### src/design/adc_pkg.sv
package adc_pkg;

	////////////////////////////////////////////////////////////
	// device and register constants
	////////////////////////////////////////////////////////////

	localparam int N_CHAN_RD = 8;                   // channels per conversion on the device
	localparam int OS_W      = 3;                   // oversampling code width
	localparam int CYCLE_W   = 8;                   // cycle length width

	localparam logic ADDR_CTRL  = 1'b0;             // run, restart and os
	localparam logic ADDR_CYCLE = 1'b1;             // minimum cycle length

	localparam logic [CYCLE_W-1:0] MIN_T_CYCLE_RESET = 8'd85; // clocks per conversion at reset

	////////////////////////////////////////////////////////////
	// host write word
	////////////////////////////////////////////////////////////

	// one write word, decoded by address
	typedef union packed {
		struct packed {
			logic            run;                   // continuous conversion enable
			logic            restart;               // one-shot return to idle
			logic [2:0]      spare;                 // unused
			logic [OS_W-1:0] os;                    // oversampling code
		} ctrl;
		logic [CYCLE_W-1:0] cycle;                  // minimum cycle length in clocks
	} cfg_word_t;

endpackage
### src/design/adc_subsystem_top.sv
`timescale 1ns/100ps

module adc_subsystem_top #(
	parameter int W_OUT  = 18,  // sample width
	parameter int N_CHAN = 8    // valid lanes, at most adc_pkg::N_CHAN_RD
) (
	input  logic                        clk_in,
	input  logic                        reset_in,
	// host writes
	input  logic                        cfg_wr,
	input  logic                        cfg_addr,
	input  adc_pkg::cfg_word_t          cfg_data,
	// adc pins
	input  logic                        busy_in,
	input  logic                        data_a_in,
	input  logic                        data_b_in,
	output logic [adc_pkg::OS_W-1:0]    os_out,
	output logic                        convst_out,
	output logic                        reset_out,
	output logic                        sclk_out,
	output logic                        n_cs_out,
	// samples
	output logic [N_CHAN-1:0]           sample_valid,
	output logic signed [W_OUT-1:0]     sample_a,
	output logic signed [W_OUT-1:0]     sample_b
);

	logic                        run;        // regs to convert sequencer
	logic                        restart;
	logic [adc_pkg::CYCLE_W-1:0] min_cycle;
	logic [adc_pkg::OS_W-1:0]    os;

	assign os_out    = os;        // straight to the oversampling pins
	assign reset_out = reset_in;  // adc reset follows system reset

	////////////////////////////////////////////////////////////
	// instances
	////////////////////////////////////////////////////////////

	adc_config_regs u_regs (
		.clk_in    (clk_in),
		.reset_in  (reset_in),
		.cfg_wr    (cfg_wr),
		.cfg_addr  (cfg_addr),
		.cfg_data  (cfg_data),
		.run       (run),
		.os        (os),
		.min_cycle (min_cycle),
		.restart   (restart)
	);

	adc_convert_seq u_convert (
		.clk_in     (clk_in),
		.reset_in   (reset_in),
		.run        (run),
		.restart    (restart),
		.min_cycle  (min_cycle),
		.busy_in    (busy_in),
		.convst_out (convst_out)
	);

	adc_serial_reader #(
		.W_OUT  (W_OUT),
		.N_CHAN (N_CHAN)
	) u_reader (
		.clk_in       (clk_in),
		.reset_in     (reset_in),
		.busy_in      (busy_in),
		.data_a_in    (data_a_in),
		.data_b_in    (data_b_in),
		.n_cs_out     (n_cs_out),
		.sclk_out     (sclk_out),
		.sample_valid (sample_valid),
		.sample_a     (sample_a),
		.sample_b     (sample_b)
	);

endmodule

### src/design/adc_serial_reader.sv
`timescale 1ns/100ps

module adc_serial_reader #(
	parameter int W_OUT  = 18,  // bits per sample
	parameter int N_CHAN = 8    // valid lanes presented
) (
	input  logic                     clk_in,
	input  logic                     reset_in,
	input  logic                     busy_in,       // adc conversion busy
	input  logic                     data_a_in,     // serial line a, channels 0..3
	input  logic                     data_b_in,     // serial line b, channels 4..7
	output logic                     n_cs_out,      // active low chip select
	output logic                     sclk_out,      // gated serial clock, idles high
	output logic [N_CHAN-1:0]        sample_valid,  // one-hot lane marker
	output logic signed [W_OUT-1:0]  sample_a,      // line a shift register
	output logic signed [W_OUT-1:0]  sample_b       // line b shift register
);

	localparam int N_HALF    = adc_pkg::N_CHAN_RD / 2;     // samples per line per read
	localparam int RD_LENGTH = W_OUT * N_HALF;             // bits per line per read
	localparam int W_CNT     = $clog2(RD_LENGTH + 1);
	localparam logic USE_BANK = (N_CHAN > N_HALF);         // upper lanes in use

	localparam logic [1:0] RD_IDLE = 2'd0;  // wait for busy
	localparam logic [1:0] RD_READ = 2'd1;  // chip select low, shifting
	localparam logic [1:0] RD_WAIT = 2'd2;  // wait for busy to drop

	logic [1:0]                   rd_state;
	logic [1:0]                   rd_next;
	logic [W_CNT-1:0]             rd_cnt;      // bits shifted so far
	logic                         rd_bank;     // selects lower or upper valid lanes
	logic [adc_pkg::N_CHAN_RD-1:0] valid_full;

	////////////////////////////////////////////////////////////
	// read state machine
	////////////////////////////////////////////////////////////

	always_comb begin
		rd_next = rd_state;
		case (rd_state)
			RD_IDLE: if (busy_in) rd_next = RD_READ;
			RD_READ: if (rd_cnt == W_CNT'(RD_LENGTH)) rd_next = RD_WAIT;
			RD_WAIT: if (!busy_in) rd_next = RD_IDLE;
			default: rd_next = RD_IDLE;
		endcase
	end

	always_ff @(posedge clk_in) begin
		if (reset_in) begin
			rd_state <= RD_IDLE;
			rd_bank  <= 1'b0;
		end else begin
			rd_state <= rd_next;
			if (USE_BANK && (rd_state == RD_READ) && (rd_next == RD_WAIT))
				rd_bank <= ~rd_bank;  // alternate lane banks per read
		end
	end

	always_ff @(posedge clk_in) begin
		if (reset_in || (rd_state != rd_next)) begin
			rd_cnt <= '0;
		end else if (rd_state == RD_READ) begin
			rd_cnt <= rd_cnt + 1'b1;
		end
	end

	// low for exactly RD_LENGTH clocks, counts 0 .. RD_LENGTH-1
	assign n_cs_out = !((rd_state == RD_READ) && (rd_cnt < W_CNT'(RD_LENGTH)));
	assign sclk_out = clk_in | n_cs_out;  // held high outside the read

	////////////////////////////////////////////////////////////
	// shift registers and valid lanes
	////////////////////////////////////////////////////////////

	always_ff @(posedge clk_in) begin
		if (!n_cs_out) begin
			sample_a <= {sample_a[W_OUT-2:0], data_a_in};  // msb first
			sample_b <= {sample_b[W_OUT-2:0], data_b_in};
		end
	end

	// lane k+N_HALF repeats lane k on the next read
	for (genvar k = 0; k < N_HALF; k++) begin : g_valid
		localparam logic [W_CNT-1:0] HIT = W_CNT'(W_OUT * (k + 1));
		logic hit;  // sample k complete on both lines
		assign hit = (rd_state == RD_READ) && (rd_cnt == HIT);
		assign valid_full[k]          = hit && !rd_bank;
		assign valid_full[k + N_HALF] = hit && rd_bank;
	end

	assign sample_valid = valid_full[N_CHAN-1:0];

endmodule

### src/design/adc_convert_seq.sv
`timescale 1ns/100ps

module adc_convert_seq (
	input  logic                        clk_in,
	input  logic                        reset_in,
	input  logic                        run,         // keep converting while high
	input  logic                        restart,     // force back to idle
	input  logic [adc_pkg::CYCLE_W-1:0] min_cycle,   // min clocks in converting state
	input  logic                        busy_in,     // adc conversion busy
	output logic                        convst_out   // active low convert start
);

	localparam logic [1:0] CV_IDLE  = 2'd0;  // wait for run
	localparam logic [1:0] CV_START = 2'd1;  // convert start pulse
	localparam logic [1:0] CV_CONV  = 2'd2;  // wait out the conversion

	logic [1:0]                  cv_state;
	logic [1:0]                  cv_next;
	logic [adc_pkg::CYCLE_W-1:0] cv_cnt;      // clocks spent in current state
	logic                        cycle_done;  // min time elapsed and adc idle

	assign cycle_done = (cv_cnt >= min_cycle) && !busy_in;

	////////////////////////////////////////////////////////////
	// next state
	////////////////////////////////////////////////////////////

	always_comb begin
		cv_next = cv_state;  // hold by default
		case (cv_state)
			CV_IDLE: begin
				if (run)
					cv_next = CV_START;
			end
			CV_START: begin
				cv_next = CV_CONV;  // one clock low only
			end
			CV_CONV: begin
				if (cycle_done)
					cv_next = run ? CV_START : CV_IDLE;
			end
			default: begin
				cv_next = CV_IDLE;
			end
		endcase
		if (restart)
			cv_next = CV_IDLE;  // overrides everything
	end

	////////////////////////////////////////////////////////////
	// state and cycle counter
	////////////////////////////////////////////////////////////

	always_ff @(posedge clk_in) begin
		if (reset_in) begin
			cv_state <= CV_IDLE;
		end else begin
			cv_state <= cv_next;
		end
	end

	always_ff @(posedge clk_in) begin
		if (reset_in || (cv_state != cv_next)) begin
			cv_cnt <= '0;  // clear on every state change
		end else if (cv_cnt != '1) begin
			cv_cnt <= cv_cnt + 1'b1;  // saturate on long busy
		end
	end

	assign convst_out = (cv_state != CV_START);

endmodule

### src/design/adc_config_regs.sv
`timescale 1ns/100ps

module adc_config_regs (
	input  logic                               clk_in,
	input  logic                               reset_in,
	input  logic                               cfg_wr,     // one-clock write strobe
	input  logic                               cfg_addr,   // register select
	input  adc_pkg::cfg_word_t                 cfg_data,   // write word
	output logic                               run,        // continuous conversion enable
	output logic [adc_pkg::OS_W-1:0]           os,         // oversampling code
	output logic [adc_pkg::CYCLE_W-1:0]        min_cycle,  // min clocks between convert pulses
	output logic                               restart     // one-clock pulse to convert sequencer
);

	////////////////////////////////////////////////////////////
	// write decode
	////////////////////////////////////////////////////////////

	logic wr_ctrl;   // write to control register
	logic wr_cycle;  // write to cycle register

	assign wr_ctrl  = cfg_wr && (cfg_addr == adc_pkg::ADDR_CTRL);
	assign wr_cycle = cfg_wr && (cfg_addr == adc_pkg::ADDR_CYCLE);

	////////////////////////////////////////////////////////////
	// registers
	////////////////////////////////////////////////////////////

	always_ff @(posedge clk_in) begin
		if (reset_in) begin
			run       <= 1'b0;
			os        <= '0;
			min_cycle <= adc_pkg::MIN_T_CYCLE_RESET;
		end else begin
			if (wr_ctrl) begin
				run <= cfg_data.ctrl.run;       // ctrl view of the word
				os  <= cfg_data.ctrl.os;
			end
			if (wr_cycle) begin
				min_cycle <= cfg_data.cycle;    // cycle view of the word
			end
		end
	end

	// restart bit is not stored, only pulsed
	always_ff @(posedge clk_in) begin
		if (reset_in) begin
			restart <= 1'b0;
		end else begin
			restart <= wr_ctrl && cfg_data.ctrl.restart; // high for one clock
		end
	end

endmodule

### config.mk
export PLATFORM = sky130hd
export DESIGN_NAME = adc_subsystem_top
export DESIGN_NICKNAME = d
export VERILOG_FILES = /design/src/design/adc_pkg.sv /design/src/design/adc_subsystem_top.sv /design/src/design/adc_serial_reader.sv /design/src/design/adc_convert_seq.sv /design/src/design/adc_config_regs.sv
export SDC_FILE = /design/constraint.sdc
export NUM_CORES = 1
export LEC_CHECK = 0
export CORE_MARGIN = 1.5
export CORE_UTILIZATION = 45
export CTS_CLUSTER_SIZE = 10
export DETAILED_ROUTE_END_ITERATION = 10
export DONT_BUFFER_PORTS = 1
export SLEW_MARGIN = 5
export SYNTH_ARGS = -nofsm -noshare
export SYNTH_HDL_FRONTEND = slang
export SYNTH_SLANG_ARGS = --single-unit
export TNS_END_PERCENT = 100
### constraint.sdc
create_clock -name clk_in -period 1.9 [get_ports clk_in]
set_clock_uncertainty 0.05 [all_clocks]
set_input_delay 0.57 -clock clk_in [delete_from_list [all_inputs] [get_ports clk_in]]
set_output_delay 0.57 -clock clk_in [all_outputs]
set_load 0.005 [all_outputs]
* Word level (Yosys, flattened, before mapping)
Index checks and enable logic that the tools add are counted.
** Operators by class
- Div/mod/pow operators :: 0
- Multipliers :: 0
- Reduce and logical (&&, ||, !) cells :: 25
- Shift-type cells :: 0
- Multiplexer cells :: 9
- Bitwise logic cells :: 3
- Magnitude comparators :: 2
- Add/subtract/negate cells :: 2
- Eq/ne operators :: 13
** Operators with widths (number)
- $logic_and A1 B1 Y1 :: 18
- $eq A7 B6 Y1 const B :: 2
- $mux W2 :: 6
- $pmux W2 S3 :: 2
- $add A8 B1 Y8 const B :: 1
- $ge A8 B8 Y1 :: 1
- $ne A8 B8 Y1 const B :: 1
- $add A7 B1 Y7 const B :: 1
- $eq A7 B5 Y1 const B :: 1
- $eq A7 B7 Y1 const B :: 1
- $lt A7 B7 Y1 const B :: 1
- $eq A2 B2 Y1 const B :: 3
- $eq A2 B1 Y1 const B :: 2
- $logic_not A2 Y1 :: 2
- $ne A2 B2 Y1 :: 2
- $logic_not A1 Y1 :: 3
- $logic_or A1 B1 Y1 :: 2
- $ne A2 B1 Y1 const B :: 1
- $not A1 Y1 :: 2
- $mux W1 :: 1
- $or A1 B1 Y1 :: 1
** Storage, ports and cells
- Output and inout bits :: 51
- Register bits :: 69
- Memories :: 0
- Bits in read-only memories :: 0
- Latch bits :: 0
- Memory bits (writable) :: 0
- Word-level logic and storage cells :: 65

* Logic depth before layout (Yosys ltp)
Gate-level depths: netlist of run 1.
- Word-level depth :: 7
- Gate-level depth with buffers :: 6
- Mapped depth without buffers :: 6

* Hierarchy
From an unflattened synthesis of run 1, not the netlist that was laid out.
** Second synthesis, totals
- Cells, all modules :: 258
- Area total of the unflattened synthesis :: 3054.2 µm²
** By module, submodules not included
- adc_serial_reader :: cells an instance 118, sequential area each 1281.2 µm², area an instance 1736.7 µm², times used 1
- adc_convert_seq :: cells an instance 89, sequential area each 200.2 µm², area an instance 779.5 µm², times used 1
- adc_config_regs :: cells an instance 50, sequential area each 260.2 µm², area an instance 530.5 µm², times used 1
- adc_subsystem_top :: cells an instance 1, sequential area each 0.0 µm², area an instance 7.5 µm², times used 1

==> results_dict.tcl, run 1 <==
set metrics [dict create \
    placed_cell_area_sq_mm 0.00310 \
    tightest_slew_ns 0.595 \
    ys_seq_area_share_pct 59.1 \
    portBuffers 0 \
    maxCapViolations 0 \
    grt_overflow_total 0 \
    antennaDiodeCount 0 \
    grt_first_pass_wirelength_um 9430 \
    grt_pass1_vias 1994 \
    design.core.area_sq_mm 0.00635 \
    viasPerCell 5.52 \
    async_reset_ff_share_pct 0 \
    hold_class "primary input to flop" \
    rsz0062_at_grt "true" \
    ant_nets 0 \
    drt_iter0_markers 71 \
    area_growth_syn_to_layout_pct 22.6 \
    maxSlewHeadroom_pct 60.3 \
    num_io_pins 66 \
    die-height_um 83.9 \
    avgSynthCellArea_sq_um 11.4 \
    post-route-period-util_pct 113 \
    setup_viol 11 \
    crit_type "flop to primary output" \
    critPathRequiredTime_ns 1.28 \
    grt_usage_pct 17.0 \
    grt_max_degree 37 \
    slowest_delay_ns 0.37 \
    rows 29 \
    fmax_mhz 466 \
    drc 0 \
    end_kind "primary output" \
    dieArea_sq_mm 0.00704 \
    syn_nets 285 \
    finalNetCount 313 \
    ys_types 54 \
    crit_fanout 3 \
    finalHoldViolCount 0 \
    grt_use_met2_pct 27.6 \
    synthesis.area_sq_mm 0.00295 \
    power_density_mw_per_mm2 888 \
    fin_util_pct 56.8 \
    place_congestion 0.832 \
    report.final.slew_viol_count 0 \
    synth_edf_count 36 \
    worst_slack_ns -0.245 \
    cp.arrival_ns 1.53 \
    use_met1_pct 20.5 \
    path_clk_slew_ns 0.08 \
    p_leak_nw 1.33 \
    crit_chain "inv_4 > ha_4 > and4b_2 > nand3_4 > nor2_4" \
    dpl.hpwl_um 3770 \
    ys_warn_count 0 \
    clk-insertion-delay-late_ns 0.44 \
    violations "setup timing" \
    wl_per_cell_um 16.1 \
    globalRoute.busiestLayer "met2" \
    firstDrtPassIters 4 \
    ys_ff_latch 69 \
    postLayoutCellArea_sq_mm 0.00361 \
    min_period_ns 2.15 \
    slowest_stage "dfxtp_4" \
    drive_gt1_share_pct 28.2 \
    syn-instance-count 258 \
    status "finished with violations" \
    antenna_found_initial 0 \
    num_vias 2030 \
    grtUsageMet3_pct 5.04 \
    cts_tree "done" \
    wl_um 5940 \
    synth_ff_type "edfxtp_1" \
    ir_worst_vdd_v 0.000443 \
    worstSetupStartpointType "flop" \
    die_w_um 83.9 \
    start_util_pct 46.4 \
]
## per-stage QoR
step | total power [mW] | hold slack [ns] | TNS [ns] | setup slack, ns | std cells
5_1_grt | 3.34 | 0.127 | -2.40 | -0.326 | 368
2_1_floorplan | 1.87 | 0.385 | 0 | 0.0462 | 258
3_5_place_dp | 1.92 | 0.391 | 0 | 0.0462 | 337
6_report | 3.20 | 0.144 | -1.65 | -0.245 | 368
3_3_place_gp | 1.92 | 0.389 | 0 | 0.0462 | 337
4_1_cts | 3.22 | 0.124 | -1.70 | -0.260 | 365
## kinds of logic after synthesis
logic type                 count (synthesis)  share of synthesized area (%)
buffers and inverters                     28                           3.95
xor gates and xnor gates                   8                           2.38
DFF                                       69                           59.1
adders and majority gates                 12                           5.10
and+or+nand+nor                           94                           17.0
muxes                                      4                           1.36
AOI/OAI and AO/OA                         43                           11.1
## final cells by class
type | instances | area [sq um]
tap | 77 | 96.3
timing repair buffer | 24 | 200
clock buffer | 11 | 151
clock inverter | 7 | 75.1
multi-input combinational | 162 | 1240
inverter | 18 | 76.3
sequential | 69 | 1770
fill | 518 | 2740
## routing by layer
metal / vias up / routed length [um]
li1: 992 / -
met1: 953 / 2520
met2: 71 / 2970
met3: 14 / 328
met4: 0 / 119
met5: - / 0
## cells in the mapped netlist, drive strengths merged, types with 2 or more instances
cell type  number  area [sq um]
and4            2          18.8
nor3            6          30.0
clkbuf          5          20.0
o21bai          2          18.8
nand2b          2          12.5
edfxtp         36          1080
o2111ai         2          17.5
inv            18          67.6
nor4            4          25.0
ha             12           150
dfxtp          33           661
nand2          17          63.8
o21ai          11          55.1
nor2b           2          12.5
o22ai           2          18.8
o211ai          3          22.5
nand3          17          97.6
xnor2           6          52.6
a21o            3          22.5
nor2           22          82.6
nand3b          2          15.0
a2111oi         2          42.5
a21oi           6          30.0
and2            2          12.5
o21a            2          15.0
nand4           3          18.8
and3            8          52.6
buf             5          28.8
a211o           4          35.0
mux2i           4          40.0
or2             2          12.5
xor2            2          17.5
## sequential cells by signal (all words and copies together) (netlist names)
signal / cells
u_convert.cv_cnt: 8
u_convert.cv_state: 2
u_reader.rd_bank: 1
u_reader.rd_cnt: 7
u_reader.rd_state: 2
u_reader.sample_a: 18
u_reader.sample_b: 18
u_regs.min_cycle: 8
u_regs.os: 3
u_regs.restart: 1
u_regs.run: 1
## cells in the final DEF, fill, tap and decap left out, drive strengths merged, types with 2 or more instances in the layout
master	instances
nor2	22
a211o	4
nand2	17
or2	2
xor2	2
edfxtp	36
o211ai	3
nor2b	2
clkinv	4
nand2b	2
inv	18
xnor2	6
o22ai	3
nand4	3
o21bai	2
ha	12
a21o	3
mux2i	4
nand3	17
a2111oi	2
and2	2
a21oi	6
and4	2
nor3	6
nor4	4
and3	8
clkbuf	11
o2111ai	2
dfxtp	33
clkinvlp	2
o21ai	11
buf	24
o21a	2
nand3b	2
## path summary, 6_finish.rpt
path	from	end	slack, ns	depth (start not counted)
hold reg to reg	u_regs.min_cycle[1]$_SDFFE_PP0P_	u_regs.min_cycle[1]$_SDFFE_PP0P_	0.40	2
setup / recovery	u_reader.rd_cnt[1]$_SDFFE_PP0P_	sample_valid[3]	-0.25	5
setup reg to reg	u_regs.min_cycle[6]$_SDFFE_PP1P_	u_convert.cv_state[0]$_SDFF_PP0_	0.09	6
hold / removal	reset_in	u_regs.min_cycle[3]$_SDFFE_PP0P_	0.14	1
## critical path: cells and delay by family, from the launching register on
kind	cells	cell delay, ns
simple gates	3	0.53
flops	1	0.37
fa+ha+maj	1	0.12
buf+inv	1	0.06
## report_power, final
part           switching [mW]  internal [mW]  leakage (nW)
combinational           0.117          0.107         0.596
clock                   0.576          0.711         0.116
sequential             0.0532           1.64         0.617
total                   0.746           2.46          1.33
## what timing repair did
| action | 4_1_cts | 5_1_grt |
|---|---|---|
| endpoints found under the setup margin | 11 | 17 |
| cloned | 0 | 1 |
| resized for setup | 29 | 22 |
| setup buffers | 10 | 2 |
| hold buffers | 0 | 0 |
| pin swaps | 10 | 11 |
(Power assumes the default switching activity.)
==> inputs of run 2 (changes only) <==
--- a/config.mk
+++ b/config.mk
@@ -10,6 +10,7 @@
 export CTS_CLUSTER_SIZE = 10
 export DETAILED_ROUTE_END_ITERATION = 10
 export DONT_BUFFER_PORTS = 1
+export PLACE_DENSITY_LB_ADDON = 0.08
 export SLEW_MARGIN = 5
 export SYNTH_ARGS = -nofsm -noshare
 export SYNTH_HDL_FRONTEND = slang
==> results_dict.tcl, run 2 (synthesized netlist as in run 1, its figures left out) <==
set metrics [dict create \
    min_from "reset_in" \
    grtUsageMet3_pct 5.93 \
    dieArea_sq_mm 0.00704 \
    use_met1_pct 20.1 \
    internal_power_mw 2.64 \
    place_congestion 0.814 \
    portBuffers 0 \
    grt_max_degree 37 \
    grt_overflow_total 0 \
    start_util_pct 46.4 \
    crit_chain "nor2_4 > nand4_1 > or2_1 > nor3_2" \
    cts_tree "done" \
    r2r-start "u_convert.cv_cnt[0]$_SDFFE_PP0P_" \
    worst_slack_ns -0.244 \
    antennaDiodeCount 0 \
    reg_top3 "u_reader.sample_a: 18 flops, u_reader.sample_b: 18 flops" \
    p_sw_share_pct 22.4 \
    end_kind "primary output" \
    finalNetCount 312 \
    ant_nets 0 \
    pwr-share-clk_pct 43.7 \
    slowest_delay_ns 0.37 \
    violations "setup timing" \
    grt_usage_pct 17.2 \
    die-height_um 83.9 \
    path_clk_slew_ns 0.08 \
    grt_first_pass_wirelength_um 9280 \
    drive_gt1_share_pct 26.9 \
    power_density_mw_per_mm2 946 \
    worstSetupStartpointType "flop" \
    report.final.slew_viol_count 0 \
    antenna_found_initial 0 \
    clk-insertion-delay-late_ns 0.44 \
    design.core.area_sq_mm 0.00635 \
    combPwrFrac_pct 6.4 \
    r2r_setup_slack_ns 0.10 \
    p_leak_nw 1.34 \
    hold_end "u_regs.run$_SDFFE_PP0P_" \
    crit_type "flop to primary output" \
    ir_worst_vdd_v 0.000827 \
    wl_per_cell_um 15.6 \
    maxSlewHeadroom_pct 62.9 \
    min_path_cells 1 \
    r2r_end "u_convert.cv_state[0]$_SDFF_PP0_" \
    tightest_slew_ns 0.557 \
    grt_use_met2_pct 26.8 \
    drc 0 \
    crit_fanout 4 \
    wl_um 5740 \
    num_io_pins 66 \
    die_w_um 83.9 \
    post-route-period-util_pct 113 \
    mostFrequentLayoutCell "edfxtp_1" \
    hold_class "primary input to flop" \
    firstDrtPassIters 4 \
    critPathRequiredTime_ns 1.28 \
    setup_viol 11 \
    layout_common_cells "edfxtp_1 (36), dfxtp_1 (24), buf_4 (21), nor2_1 (19), nand2_1 (16)" \
    maxCapViolations 0 \
    finalHoldViolCount 0 \
    slowest_stage "dfxtp_4" \
    drt_iter0_markers 83 \
    area_growth_syn_to_layout_pct 22.0 \
    p_sw_mw 0.762 \
    cp.arrival_ns 1.52 \
    viasPerCell 5.41 \
    seq_power_share_pct 49.9 \
    rsz0062_at_grt "true" \
    r2r_cells 6 \
    dpl.hpwl_um 3770 \
    power_mw 3.40 \
    fmax_mhz 466 \
    status "finished with violations" \
    min_period_ns 2.14 \
    num_vias 1987 \
    rows 29 \
    globalRoute.busiestLayer "met2" \
    fin_util_pct 56.6 \
    grt_pass1_vias 1944 \
]
run 2: repair_timing:
action | in CTS | in global routing
cloned | 0 | 0
buffers inserted | 7 | 4
endpoints found under the setup margin | 11 | 17
hold buffers | 0 | 0
pin swaps | 8 | 10
gates resized for setup | 21 | 19
run 2: worst max-delay path, delay by kind of cell, from the launching register on:
| kind | cells | cell delay [ns] |
|---|---|---|
| AND/OR/NAND/NOR | 4 | 0.72 |
| flip-flops | 1 | 0.37 |
run 2: per-layer routing:
layer	share of wire [%]	vias up	wire length, um
met5	0	-	0
met4	1.6	0	93
met3	4.6	9	265
met2	50	46	2870
met1	44	945	2510
li1	-	987	-
run 2: stage by stage:
stage / instances / setup slack, ns / setup TNS, ns / area [sq um] / hold WS (ns)
2_1_floorplan: 258 / 0.0462 / 0 / 2950 / 0.385
3_3_place_gp: 337 / 0.0462 / 0 / 3100 / 0.389
3_5_place_dp: 337 / 0.0462 / 0 / 3100 / 0.393
4_1_cts: 363 / -0.276 / -1.87 / 3490 / 0.121
5_1_grt: 367 / -0.324 / -2.34 / 3590 / 0.113
6_report: 367 / -0.244 / -1.55 / 3590 / 0.147
run 2: worst max path at each step:
stage	from	end	slack (ns)	depth (start not counted)
floorplan	clk_in	sclk_out	0.05	1
global placement	clk_in	sclk_out	0.05	1
detailed placement	clk_in	sclk_out	0.05	1
CTS	u_reader.rd_cnt[0]$_SDFFE_PP0P_	sample_valid[4]	-0.28	5
global route	u_reader.rd_cnt[0]$_SDFFE_PP0P_	sample_valid[4]	-0.32	5
finish	u_reader.rd_cnt[3]$_SDFFE_PP0P_	sample_valid[4]	-0.24	4
run 2: power groups by stage:
stage	sequential (mW)	combinational (mW)	clock, mW
3_5_place_dp	1.74	0.181	0.00842
5_1_grt	1.71	0.243	1.60
2_1_floorplan	1.72	0.143	0.00841
4_1_cts	1.70	0.188	1.53
3_3_place_gp	1.73	0.179	0.00842
6_report	1.70	0.216	1.49
run 2: layout make-up:
class,count,area (sq um)
clock buffer,13,169
clock inverter,6,93.8
fill,523,2760
inverter,18,76.3
multi-input combinational,161,1210
sequential,69,1760
tap,77,96.3
timing repair buffer,23,189
